$ cat src/logic/attr_conv_params.svh
/*
 * Attribute conversion widths
 * Widths and fraction bit counts of the fragment stream
 */
`ifndef ATTR_CONV_PARAMS_SVH
`define ATTR_CONV_PARAMS_SVH

// Screen x/y coordinate
`define ATTR_SCREEN_POS_WIDTH 11

// Framebuffer index
`define ATTR_INDEX_WIDTH 32

// Colour channel after clamping
`define ATTR_SUB_PIXEL_WIDTH 8

// Fraction bits, depth z is Q16.16 and texture coords S16.15
`define ATTR_DEPTH_WIDTH 16
`define ATTR_TEX_FRAC_BITS 15

`endif

$ cat src/logic/float_pkg.sv
/*
 * Single-precision float word
 * Field layout of an IEEE 754 binary32 value and its raw/decoded views
 */
package float_pkg;

    // Field widths of binary32
    localparam int EXP_WIDTH  = 8;
    localparam int MANT_WIDTH = 23;

    // Exponent bias
    localparam int EXP_BIAS = 127;

    // Decoded view, sign in the top bit
    typedef struct packed {
        logic                    sign;
        logic [EXP_WIDTH-1:0]    exponent;
        logic [MANT_WIDTH-1:0]   mantissa;
    } float_fields_t;

    // Same 32 bits, seen either as a plain word or as fields
    typedef union packed {
        logic [31:0]     raw;
        float_fields_t   fields;
    } float_word_t;

endpackage

$ cat src/logic/fragment_pkg.sv
/*
 * Fragment stream types
 * Fixed-point words, screen position and colour channel of a fragment
 */
`include "attr_conv_params.svh"

package fragment_pkg;

    // Width of every converted attribute word
    localparam int FIXED_WIDTH = 32;

    // Colours are converted with 16 fraction bits before clamping
    localparam int COLOR_FRAC_BITS = 16;

    // Two's complement fixed-point value, binary point set per attribute
    typedef logic signed [FIXED_WIDTH-1:0] fixed_t;

    // Saturation limits
    localparam fixed_t FIXED_MAX = {1'b0, {(FIXED_WIDTH - 1){1'b1}}};
    localparam fixed_t FIXED_MIN = {1'b1, {(FIXED_WIDTH - 1){1'b0}}};

    // Unsigned screen coordinate
    typedef logic [`ATTR_SCREEN_POS_WIDTH-1:0] screen_pos_t;

    // Unsigned colour fraction, all ones means 1.0
    typedef logic [`ATTR_SUB_PIXEL_WIDTH-1:0] color_t;

endpackage

$ cat src/logic/attribute_f2x_converter.sv
/*
 * Attribute float to fixed-point conversion stage
 * Converts depth z, texture coordinates and colours of each fragment
 * and delays the pass-through fields to match, two cycles in total
 */
`include "attr_conv_params.svh"

module attribute_f2x_converter #(
    parameter bit ENABLE_LOD_CALC = 1
)
(
    input  logic                            aclk,
    input  logic                            reset,

    // Fragment from the interpolator
    input  logic                            valid,
    input  logic                            last,
    input  logic                            keep,
    input  fragment_pkg::screen_pos_t       spx,
    input  fragment_pkg::screen_pos_t       spy,
    input  logic [`ATTR_INDEX_WIDTH-1:0]    index,
    input  logic [31:0]                     depth_w,
    input  logic [31:0]                     depth_z,
    input  logic [31:0]                     texture_s,
    input  logic [31:0]                     texture_t,
    input  logic [31:0]                     mipmap_s,
    input  logic [31:0]                     mipmap_t,
    input  logic [31:0]                     color_r,
    input  logic [31:0]                     color_g,
    input  logic [31:0]                     color_b,
    input  logic [31:0]                     color_a,

    // Fragment to the pixel pipeline
    output logic                            out_valid,
    output logic                            out_last,
    output logic                            out_keep,
    output fragment_pkg::screen_pos_t       out_spx,
    output fragment_pkg::screen_pos_t       out_spy,
    output logic [`ATTR_INDEX_WIDTH-1:0]    out_index,
    output logic [31:0]                     out_depth_w,    // still float
    output fragment_pkg::fixed_t            out_depth_z,    // Q16.16
    output fragment_pkg::fixed_t            out_texture_s,  // S16.15
    output fragment_pkg::fixed_t            out_texture_t,
    output fragment_pkg::fixed_t            out_mipmap_s,
    output fragment_pkg::fixed_t            out_mipmap_t,
    output fragment_pkg::color_t            out_color_r,
    output fragment_pkg::color_t            out_color_g,
    output fragment_pkg::color_t            out_color_b,
    output fragment_pkg::color_t            out_color_a
);

    localparam int CONV_DELAY = 2;
    localparam int CF         = fragment_pkg::COLOR_FRAC_BITS;

    // Anything at or above 1.0, or negative, becomes full intensity
    function automatic fragment_pkg::color_t clamp_color(input fragment_pkg::fixed_t v);
        if (|v[fragment_pkg::FIXED_WIDTH-1:CF])
        begin
            return '1;
        end
        return v[CF-1 -: `ATTR_SUB_PIXEL_WIDTH];
    endfunction

    //////////////////////////////
    // Conversion, 2 cycles
    //////////////////////////////
    logic                           conv_valid;
    logic                           conv_last;
    logic                           conv_keep;
    fragment_pkg::screen_pos_t      conv_spx;
    fragment_pkg::screen_pos_t      conv_spy;
    logic [`ATTR_INDEX_WIDTH-1:0]   conv_index;
    logic [31:0]                    conv_depth_w;
    fragment_pkg::fixed_t           conv_depth_z;
    fragment_pkg::fixed_t           conv_texture_s;
    fragment_pkg::fixed_t           conv_texture_t;
    fragment_pkg::fixed_t           conv_mipmap_s;
    fragment_pkg::fixed_t           conv_mipmap_t;
    fragment_pkg::fixed_t           conv_color_r;
    fragment_pkg::fixed_t           conv_color_g;
    fragment_pkg::fixed_t           conv_color_b;
    fragment_pkg::fixed_t           conv_color_a;

    // Stream flags, valid and last must come up clean after reset
    value_delay #(.WIDTH(1), .DELAY(CONV_DELAY), .RESETTABLE(1))
        i_valid_delay (.aclk(aclk), .reset(reset), .in(valid), .out(conv_valid));
    value_delay #(.WIDTH(1), .DELAY(CONV_DELAY), .RESETTABLE(1))
        i_last_delay (.aclk(aclk), .reset(reset), .in(last), .out(conv_last));
    value_delay #(.WIDTH(1), .DELAY(CONV_DELAY), .RESETTABLE(0))
        i_keep_delay (.aclk(aclk), .reset(reset), .in(keep), .out(conv_keep));

    // Position, index and depth w pass through untouched
    value_delay #(.WIDTH(`ATTR_SCREEN_POS_WIDTH), .DELAY(CONV_DELAY), .RESETTABLE(0))
        i_spx_delay (.aclk(aclk), .reset(reset), .in(spx), .out(conv_spx));
    value_delay #(.WIDTH(`ATTR_SCREEN_POS_WIDTH), .DELAY(CONV_DELAY), .RESETTABLE(0))
        i_spy_delay (.aclk(aclk), .reset(reset), .in(spy), .out(conv_spy));
    value_delay #(.WIDTH(`ATTR_INDEX_WIDTH), .DELAY(CONV_DELAY), .RESETTABLE(0))
        i_index_delay (.aclk(aclk), .reset(reset), .in(index), .out(conv_index));
    value_delay #(.WIDTH(32), .DELAY(CONV_DELAY), .RESETTABLE(0))
        i_depth_w_delay (.aclk(aclk), .reset(reset), .in(depth_w), .out(conv_depth_w));

    // Depth z
    float_to_fixed #(.FRAC_BITS(`ATTR_DEPTH_WIDTH))
        i_depth_z_conv (.aclk(aclk), .in(depth_z), .out(conv_depth_z));

    // Texture coordinates
    float_to_fixed #(.FRAC_BITS(`ATTR_TEX_FRAC_BITS))
        i_texture_s_conv (.aclk(aclk), .in(texture_s), .out(conv_texture_s));
    float_to_fixed #(.FRAC_BITS(`ATTR_TEX_FRAC_BITS))
        i_texture_t_conv (.aclk(aclk), .in(texture_t), .out(conv_texture_t));

    // Mipmap coordinates only exist with LOD calculation
    generate
        if (ENABLE_LOD_CALC)
        begin : g_lod
            float_to_fixed #(.FRAC_BITS(`ATTR_TEX_FRAC_BITS))
                i_mipmap_s_conv (.aclk(aclk), .in(mipmap_s), .out(conv_mipmap_s));
            float_to_fixed #(.FRAC_BITS(`ATTR_TEX_FRAC_BITS))
                i_mipmap_t_conv (.aclk(aclk), .in(mipmap_t), .out(conv_mipmap_t));
        end
        else
        begin : g_no_lod
            assign conv_mipmap_s = conv_texture_s;
            assign conv_mipmap_t = conv_texture_t;
        end
    endgenerate

    // Colour channels
    float_to_fixed #(.FRAC_BITS(CF))
        i_color_r_conv (.aclk(aclk), .in(color_r), .out(conv_color_r));
    float_to_fixed #(.FRAC_BITS(CF))
        i_color_g_conv (.aclk(aclk), .in(color_g), .out(conv_color_g));
    float_to_fixed #(.FRAC_BITS(CF))
        i_color_b_conv (.aclk(aclk), .in(color_b), .out(conv_color_b));
    float_to_fixed #(.FRAC_BITS(CF))
        i_color_a_conv (.aclk(aclk), .in(color_a), .out(conv_color_a));

    //////////////////////////////
    // Output, 0 cycles
    //////////////////////////////
    assign out_valid     = conv_valid;
    assign out_last      = conv_last;
    assign out_keep      = conv_keep;
    assign out_spx       = conv_spx;
    assign out_spy       = conv_spy;
    assign out_index     = conv_index;
    assign out_depth_w   = conv_depth_w;
    assign out_depth_z   = conv_depth_z;
    assign out_texture_s = conv_texture_s;
    assign out_texture_t = conv_texture_t;
    assign out_mipmap_s  = conv_mipmap_s;
    assign out_mipmap_t  = conv_mipmap_t;

    // Colour clamp
    assign out_color_r = clamp_color(conv_color_r);
    assign out_color_g = clamp_color(conv_color_g);
    assign out_color_b = clamp_color(conv_color_b);
    assign out_color_a = clamp_color(conv_color_a);

endmodule

$ cat src/logic/float_to_fixed.sv
/*
 * Float to fixed-point converter
 * Two-stage pipeline from binary32 to a signed fixed-point word with
 * FRAC_BITS fraction bits, truncating toward zero and saturating
 */
module float_to_fixed #(
    parameter int FRAC_BITS = 16
)
(
    input  logic                    aclk,
    input  float_pkg::float_word_t  in,
    output fragment_pkg::fixed_t    out
);

    // Magnitude bits below the sign of the result
    localparam int MAG_WIDTH = fragment_pkg::FIXED_WIDTH - 1;

    // Free bits above the hidden bit when the mantissa sits left aligned
    localparam int HEADROOM = MAG_WIDTH - float_pkg::MANT_WIDTH - 1;

    // Right shift of the left aligned mantissa for a zero exponent field
    localparam int SHIFT_BASE =
        float_pkg::EXP_BIAS + float_pkg::MANT_WIDTH + HEADROOM - FRAC_BITS;

    localparam int DIST_WIDTH  = 10;
    localparam int SHIFT_WIDTH = DIST_WIDTH - 1;

    //////////////////////////////
    // Stage one
    // Decode and shift distance
    //////////////////////////////
    logic signed [DIST_WIDTH-1:0]       s0_dist;

    logic                               s1_sign;
    logic [float_pkg::MANT_WIDTH-1:0]   s1_mant;
    logic                               s1_zero;
    logic                               s1_ovf;
    logic [SHIFT_WIDTH-1:0]             s1_shift;

    // Negative distance means the value needs more than MAG_WIDTH bits
    assign s0_dist = DIST_WIDTH'(SHIFT_BASE)
        - $signed({{(DIST_WIDTH - float_pkg::EXP_WIDTH){1'b0}}, in.fields.exponent});

    always_ff @(posedge aclk)
    begin
        s1_sign  <= in.fields.sign;
        s1_mant  <= in.fields.mantissa;
        // Zero and denormals
        s1_zero  <= (in.fields.exponent == '0);
        // Also catches infinity and NaN
        s1_ovf   <= s0_dist[DIST_WIDTH-1];
        s1_shift <= s0_dist[SHIFT_WIDTH-1:0];
    end

    //////////////////////////////
    // Stage two
    // Shift, sign and saturate
    //////////////////////////////
    logic [MAG_WIDTH-1:0]   s1_mag;
    fragment_pkg::fixed_t   s1_fixed;

    // Hidden bit restored, large shifts drain to zero
    assign s1_mag   = {1'b1, s1_mant, {HEADROOM{1'b0}}} >> s1_shift;
    assign s1_fixed = {1'b0, s1_mag};

    always_ff @(posedge aclk)
    begin
        if (s1_zero)
        begin
            out <= '0;
        end
        else if (s1_ovf)
        begin
            out <= s1_sign ? fragment_pkg::FIXED_MIN : fragment_pkg::FIXED_MAX;
        end
        else if (s1_sign)
        begin
            out <= -s1_fixed;
        end
        else
        begin
            out <= s1_fixed;
        end
    end

endmodule

$ cat src/logic/value_delay.sv
/*
 * Value delay line
 * Shifts a value through DELAY register stages, optionally cleared on reset
 */
module value_delay #(
    parameter int WIDTH      = 1,
    parameter int DELAY      = 1,
    parameter bit RESETTABLE = 0
)
(
    input  logic               aclk,
    input  logic               reset,
    input  logic [WIDTH-1:0]   in,
    output logic [WIDTH-1:0]   out
);

    generate
        if (DELAY == 0)
        begin : g_bypass
            assign out = in;
        end
        else
        begin : g_stages
            logic [WIDTH-1:0] stages [DELAY];

            always_ff @(posedge aclk)
            begin
                // Only the resettable variant clears its stages
                if (RESETTABLE && reset)
                begin
                    stages <= '{default: '0};
                end
                else
                begin
                    stages[0] <= in;
                    for (int i = 1; i < DELAY; i++)
                    begin
                        stages[i] <= stages[i - 1];
                    end
                end
            end

            assign out = stages[DELAY - 1];
        end
    endgenerate

endmodule

$ cat config.mk
export PLATFORM = sky130hd
export DESIGN_NAME = attribute_f2x_converter
export DESIGN_NICKNAME = d
export VERILOG_FILES = /design/src/logic/float_pkg.sv /design/src/logic/fragment_pkg.sv /design/src/logic/attribute_f2x_converter.sv /design/src/logic/float_to_fixed.sv /design/src/logic/value_delay.sv
export VERILOG_INCLUDE_DIRS = /design/src /design/src/logic
export SDC_FILE = /design/constraint.sdc
export NUM_CORES = 2
export LEC_CHECK = 0
export BUFFER_PORTS_ARGS = -buffer_cell sky130_fd_sc_hd__buf_2
export CAP_MARGIN = 20
export CORE_ASPECT_RATIO = 1.4
export CORE_MARGIN = 1.5
export CORE_UTILIZATION = 55
export DETAILED_ROUTE_END_ITERATION = 12
export GPL_TIMING_DRIVEN = 0
export PLACE_DENSITY = 0.78
export SYNTH_ARGS = -nofsm -noshare
export SYNTH_HDL_FRONTEND = slang
export SYNTH_SLANG_ARGS = --single-unit
$ cat constraint.sdc
create_clock -name aclk -period 12.5 [get_ports aclk]
set_clock_uncertainty 0.2 [all_clocks]
set_input_delay 3.125 -clock aclk [delete_from_list [all_inputs] [get_ports aclk]]
set_output_delay 3.125 -clock aclk [all_outputs]
set_load 0.1 [all_outputs]
Yosys cells after proc, flatten, opt, wreduce, memory -nomap -nowiden
Index checks and enable logic that the tools add are counted.
{"block": "op_classes", "addsub": 18, "shift": 9, "mux": 39, "reduce_logical": 13}
{"operator": "$mux 32", "count": 27}
{"operator": "$neg 31->32", "count": 9}
{"operator": "$shr 31x9->31", "count": 9}
{"operator": "$sub 8x8->9 const A", "count": 9}
{"operator": "$logic_not 8->1", "count": 9}
{"operator": "$mux 8", "count": 8}
{"operator": "$reduce_or 16->1", "count": 4}
{"operator": "$mux 1", "count": 4}
{"block": "totals", "register_bits": 781, "in_bits": 379, "elab_cells": 147}

Logic depth before layout (Yosys ltp)
{"block": "depth", "ltp_word": 4, "mapped_depth": 16}

By module
From an unflattened synthesis, not the netlist that was laid out.
{"block": "hier_totals", "hier_cells": 5028, "area_unflattened_um2": 46686.0}
{"mod": "float_to_fixed at i_color_a_conv ...", "n_inst": 5, "cells_each": 508, "area_per_inst_um2": 4548.1, "seq_area_each_um2": 1321.3}
{"mod": "float_to_fixed at i_texture_s_conv ...", "n_inst": 2, "cells_each": 556, "area_per_inst_um2": 4917.2, "seq_area_each_um2": 1321.3}
{"mod": "float_to_fixed at g_lod.i_mipmap_s_conv ...", "n_inst": 2, "cells_each": 528, "area_per_inst_um2": 4775.8, "seq_area_each_um2": 1321.3}
{"mod": "value_delay at i_depth_w_delay ...", "n_inst": 2, "cells_each": 96, "area_per_inst_um2": 1521.5, "seq_area_each_um2": 1281.2}
{"mod": "value_delay at i_spx_delay ...", "n_inst": 2, "cells_each": 33, "area_per_inst_um2": 523.0, "seq_area_each_um2": 440.4}
{"mod": "attribute_f2x_converter", "n_inst": 1, "cells_each": 52, "area_per_inst_um2": 325.3, "seq_area_each_um2": 0.0}
{"mod": "value_delay at i_last_delay ...", "n_inst": 2, "cells_each": 4, "area_per_inst_um2": 52.6, "seq_area_each_um2": 40.0}
{"mod": "value_delay at i_keep_delay", "n_inst": 1, "cells_each": 2, "area_per_inst_um2": 40.0, "seq_area_each_um2": 40.0}

Worst setup path before layout
No wires, ideal clock.
{"block": "synth_path", "path_kind": "flip-flop to output port", "from": "register i_color_a_conv.out[26]", "to": "output port out_color_a[0]", "t_arrival_ns": 1.257, "t_required_ns": 9.175, "path_slack_ns": 7.918, "stages_incl_launch_ff": 4, "n_path_buf": 0, "cell_sequence": "dfxtp_1 > nor4_1 > nand4_1 > or2_2"}
{"block": "synth_between", "elab_chain_len": 3}
{"element": "from (decl)", "line": "float_to_fixed.sv:12", "text": "output fragment_pkg::fixed_t out"}
{"element": "from (signal assigned)", "line": "float_to_fixed.sv:74", "text": "out <= s1_sign ? fragment_pkg::FIXED_MIN : fragment_pkg::FIXED_MAX;"}
{"element": "from (signal assigned)", "line": "float_to_fixed.sv:78", "text": "out <= -s1_fixed;"}
{"element": "from (signal assigned)", "line": "float_to_fixed.sv:82", "text": "out <= s1_fixed;"}
{"element": "$reduce_or 16->1", "line": "attribute_f2x_converter.sv:57", "text": "if (|v[fragment_pkg::FIXED_WIDTH-1:CF])"}
{"element": "$mux 1", "line": "attribute_f2x_converter.sv:57"}
{"element": "$mux 8", "line": "attribute_f2x_converter.sv:61", "text": "return v[CF-1 -: `ATTR_SUB_PIXEL_WIDTH];"}
{"element": "to (decl)", "line": "attribute_f2x_converter.sv:49", "text": "output fragment_pkg::color_t out_color_a"}
Every way passes these cells.

Worst setup path in the final report
{"block": "layout_path", "from": "register i_color_r_conv.out[26]", "to": "output port out_color_r[7]"}
{"block": "layout_between", "elab_chain_len": 3}
{"element": "from (decl)", "line": "float_to_fixed.sv:12"}
{"element": "from (signal assigned)", "line": "float_to_fixed.sv:74"}
{"element": "from (signal assigned)", "line": "float_to_fixed.sv:78"}
{"element": "from (signal assigned)", "line": "float_to_fixed.sv:82"}
{"element": "$reduce_or 16->1", "line": "attribute_f2x_converter.sv:57"}
{"element": "$mux 1", "line": "attribute_f2x_converter.sv:57"}
{"element": "$mux 8", "line": "attribute_f2x_converter.sv:61"}
{"element": "to (decl)", "line": "attribute_f2x_converter.sv:46", "text": "output fragment_pkg::color_t out_color_r,"}
Every way passes these cells.

==> flow_summary.json <==
{
  "fmax_mhz": 168,
  "port_buffers": 659,
  "syn2layout_area_growth_pct": 16.1,
  "slew_violations": 0,
  "path_cells": "nor4_1, nand4_1, or2_2, buf_2",
  "cts_hold_buf": 0,
  "ir_drop_mv": 0.211,
  "reg2reg_from": "g_lod.i_mipmap_t_conv.s1_shift[2]",
  "cts_root_buffer": "clkbuf_16",
  "start_util_pct": 55.6,
  "grt_use_met3_pct": 7.15,
  "worst-slew-pin-transition_ns": 1.06,
  "die_h_um": 335,
  "synth_fa_ha_area_share_pct": 0.521,
  "critical_path_class": "flip-flop to output port",
  "grt_pass1_wl_um": 243000,
  "dp_cells": 6516,
  "run_status": "completed",
  "h-tree-depth": 3,
  "rsz0062_at_grt": "no",
  "drive_above_1_share_pct": 24.7,
  "hold_violations": 0,
  "antenna_found_initial": 24,
  "fin_area_mm2": 0.0502,
  "synth-edff-count": 0,
  "setup_tns_ns": 0,
  "synth_compound_area_share_pct": 18.7,
  "fin_cells": 6656,
  "finalPower_w": 0.00763,
  "power_density_mw_per_mm2": 152,
  "cts_setup_buffers": 0,
  "cts_tree": "yes",
  "drc": 0,
  "reg2reg_depth": 15,
  "drtPass1Iterations": 8,
  "place_ws_ns": 7.20,
  "cts_resized": 0,
  "antenna_left": 0,
  "place.gp.congestion": 1.03,
  "fp.dieArea_mm2": 0.0804,
  "min_period_ns": 5.96,
  "avgViaCountPerCell": 6.49,
  "num-fill-cells": 6687,
  "start_kind": "flip-flop",
  "r2r-end": "g_lod.i_mipmap_t_conv.out[30]",
  "p_leak_nw": 20.6,
  "rows": 121,
  "min_period_over_period_pct": 47.7,
  "synth-main-ff-cell": "dfxtp_1",
  "relSlewSlack_pct": 28.5,
  "slowest_stage": "nor4_1",
  "ios": 660,
  "drt_iter0_markers": 4227,
  "routedWlPerCell_um": 24.1,
  "grt-ovfl-total": 0,
  "grt_pass1_vias": 41550,
  "num_vias": 43191,
  "ys_seq_elements": 740,
  "syn_inst": 4808,
  "timing.final.ws_setup_ns": 6.54,
  "setup_viol": 0,
  "cts_max_path_buffers": 3,
  "synth_top_family_by_area": "simple AND/OR/NAND/NOR gates",
  "fin_nets": 5944,
  "core_area_mm2": 0.0778,
  "totalWireLength_um": 161000,
  "met2_usage_pct": 66.2,
  "use_met1_pct": 44.3,
  "cts_made_buffers": 71,
  "synth_xor_area_share_pct": 2.83,
  "hold_path_class": "flip-flop to flip-flop",
  "syn_area_mm2": 0.0433,
  "busiest_layer": "met2",
  "clk_latency_ns": 0.64,
  "synthesis.nets": 5205,
  "maxCapViolCount": 0,
  "post-dp-hpwl_um": 126000,
  "holdPathStages": 0,
  "die_w_um": 240,
  "synth_seq_area_share_pct": 34.2,
  "end_kind": "output port",
  "placed_area_mm2": 0.0479,
  "clkSinkCount": 740,
  "synth-async-reset-ratio_pct": 0,
  "critical_path.max_fanout": 8,
  "cpLargestDelayFamily": "simple AND/OR/NAND/NOR gates",
  "grt_use_total_pct": 38.4,
  "cts.clk_slew.worst_paths_ns": 0.06,
  "max_stage_delay_ns": 0.55,
  "crit_buf_inv": 1,
  "muxShareOfSynthArea_pct": 18.0,
  "hold_end": "i_depth_w_delay.out[27]",
  "worst_ep_required_time_ns": 9.17,
  "ys_warn_count": 0,
  "rrSetupSlack_ns": 7.18,
  "syn_avg_cell_area_um2": 9.00,
  "hp-start": "i_depth_w_delay.g_stages.stages[59]",
  "synth_cell_type_count": 114,
  "cp.arrival_ns": 2.63,
  "grt_max_degree": 16,
  "synth_simple_gate_area_share_pct": 19.9
}
[metal layers]
layer / wire [um] / part of all wire, %
met5: 119 / 0.074
met4: 9920 / 6.2
met3: 13800 / 8.6
met2: 77600 / 48
met1: 59200 / 37
[cell type report]
cell class,instances,area (um^2),area share [%]
clock inverter,27,224,0.446
tap,1045,1310,2.60
multi-input combinational,3553,25900,51.7
sequential,740,14800,29.5
timing repair buffer,666,3340,6.65
inverter,103,387,0.770
antenna,12,30.0,0.0598
clock buffer,98,2060,4.10
buffer,412,2130,4.23
[kinds of logic (layout without fill, tap and decap cells)]
group,Yosys count,in the layout
AOI/OAI and AO/OA,1180,1180
xor gates and xnor gates,140,140
adders and majority gates,18,18
buffers and inverters,515,1306
DFF,740,740
muxes,526,526
other,0,12
and+or+nand+nor,1689,1689
[how the worst max path moves through the flow]
| stage | start | to | slack [ns] | cells after the start |
|---|---|---|---|---|
| finish | i_color_r_conv.out[26] | out_color_r[7] | 6.54 | 4 |
| global route | i_color_r_conv.out[26] | out_color_r[2] | 6.50 | 4 |
| global placement | i_color_r_conv.out[26] | out_color_r[7] | 7.25 | 4 |
| detailed placement | i_color_r_conv.out[26] | out_color_r[7] | 7.20 | 4 |
| CTS | i_color_r_conv.out[26] | out_color_r[6] | 6.48 | 4 |
| floorplan | i_color_a_conv.out[26] | out_color_a[0] | 7.92 | 3 |
[layout by cell type (no fill, tap or decap), types with 79 or more instances in the layout]
master,n
o21ai_0,207
inv_1,96
buf_2,739
a21oi_1,214
a31oi_1,110
xnor2_1,101
clkbuf_1,210
nand2_1,297
buf_4,97
dfxtp_1,740
mux4_2,185
mux2_2,117
nor3_1,165
o22ai_1,79
mux2i_1,214
nand3_1,144
nor2_1,486
[metrics by stage]
stage | hold slack, ns | util, %
finish | 0.126 | 64.6
global route | 0.131 | 64.5
CTS | 0.126 | 64.5
detailed placement | 0.112 | 61.6
global placement | 0.110 | 61.5
floorplan | 0.110 | -
[power by group]
group	total (W)	internal [W]	switching (W)
Sequential	0.00277	0.00261	0.000154
Combinational	0.00272	0.000778	0.00195
Clock	0.00213	0.00119	0.000949
Total	0.00763	0.00458	0.00305
[cell usage after synthesis (16+ instances only)]
library cell / count / area share [%]
nand3_1: 144 / 1.7
buf_4: 97 / 1.7
o41ai_1: 24 / 0.49
mux2_2: 117 / 3.0
o221ai_1: 19 / 0.38
nand4_1: 42 / 0.61
a211o_1: 44 / 0.89
a22o_1: 17 / 0.34
or4_1: 23 / 0.40
nor3_1: 166 / 1.9
o21a_1: 23 / 0.40
or2_2: 67 / 0.97
nor4_1: 70 / 1.0
nand2_1: 297 / 2.6
xor2_1: 39 / 0.79
xnor2_1: 101 / 2.0
nand3b_1: 24 / 0.42
o21bai_1: 20 / 0.35
a31oi_1: 110 / 1.6
or3_1: 74 / 1.1
dfxtp_1: 740 / 34
nor2_1: 486 / 4.2
o22ai_1: 79 / 1.1
nor2b_1: 50 / 0.72
mux4_2: 185 / 9.6
and2_1: 41 / 0.59
a221oi_1: 37 / 0.75
o31ai_1: 39 / 0.68
a211oi_1: 68 / 1.2
mux2i_1: 214 / 5.0
inv_1: 96 / 0.83
o21ai_0: 207 / 2.4
nand2b_1: 62 / 0.90
ha_1: 18 / 0.52
nor3b_1: 32 / 0.56
a21o_1: 20 / 0.35
a21oi_1: 214 / 2.5
and3_1: 23 / 0.33
buf_1: 28 / 0.24
clkbuf_1: 198 / 1.7
o22a_1: 16 / 0.32
o211ai_1: 33 / 0.57
buf_2: 75 / 0.87
[flip-flops by register name, indices dropped and copies added, names as in the netlist, 24 cells and up]
signal and count:
g_lod.i_mipmap_s_conv.out 32, g_lod.i_mipmap_t_conv.out 32, i_color_a_conv.out 24, i_color_b_conv.out 24, i_color_g_conv.out 24, i_color_r_conv.out 24
i_depth_w_delay.g_stages.stages 32, i_depth_w_delay.out 32, i_depth_z_conv.out 32, i_index_delay.g_stages.stages 32, i_index_delay.out 32, i_texture_s_conv.out 32
i_texture_t_conv.out 32
(Power assumes the default switching activity.)
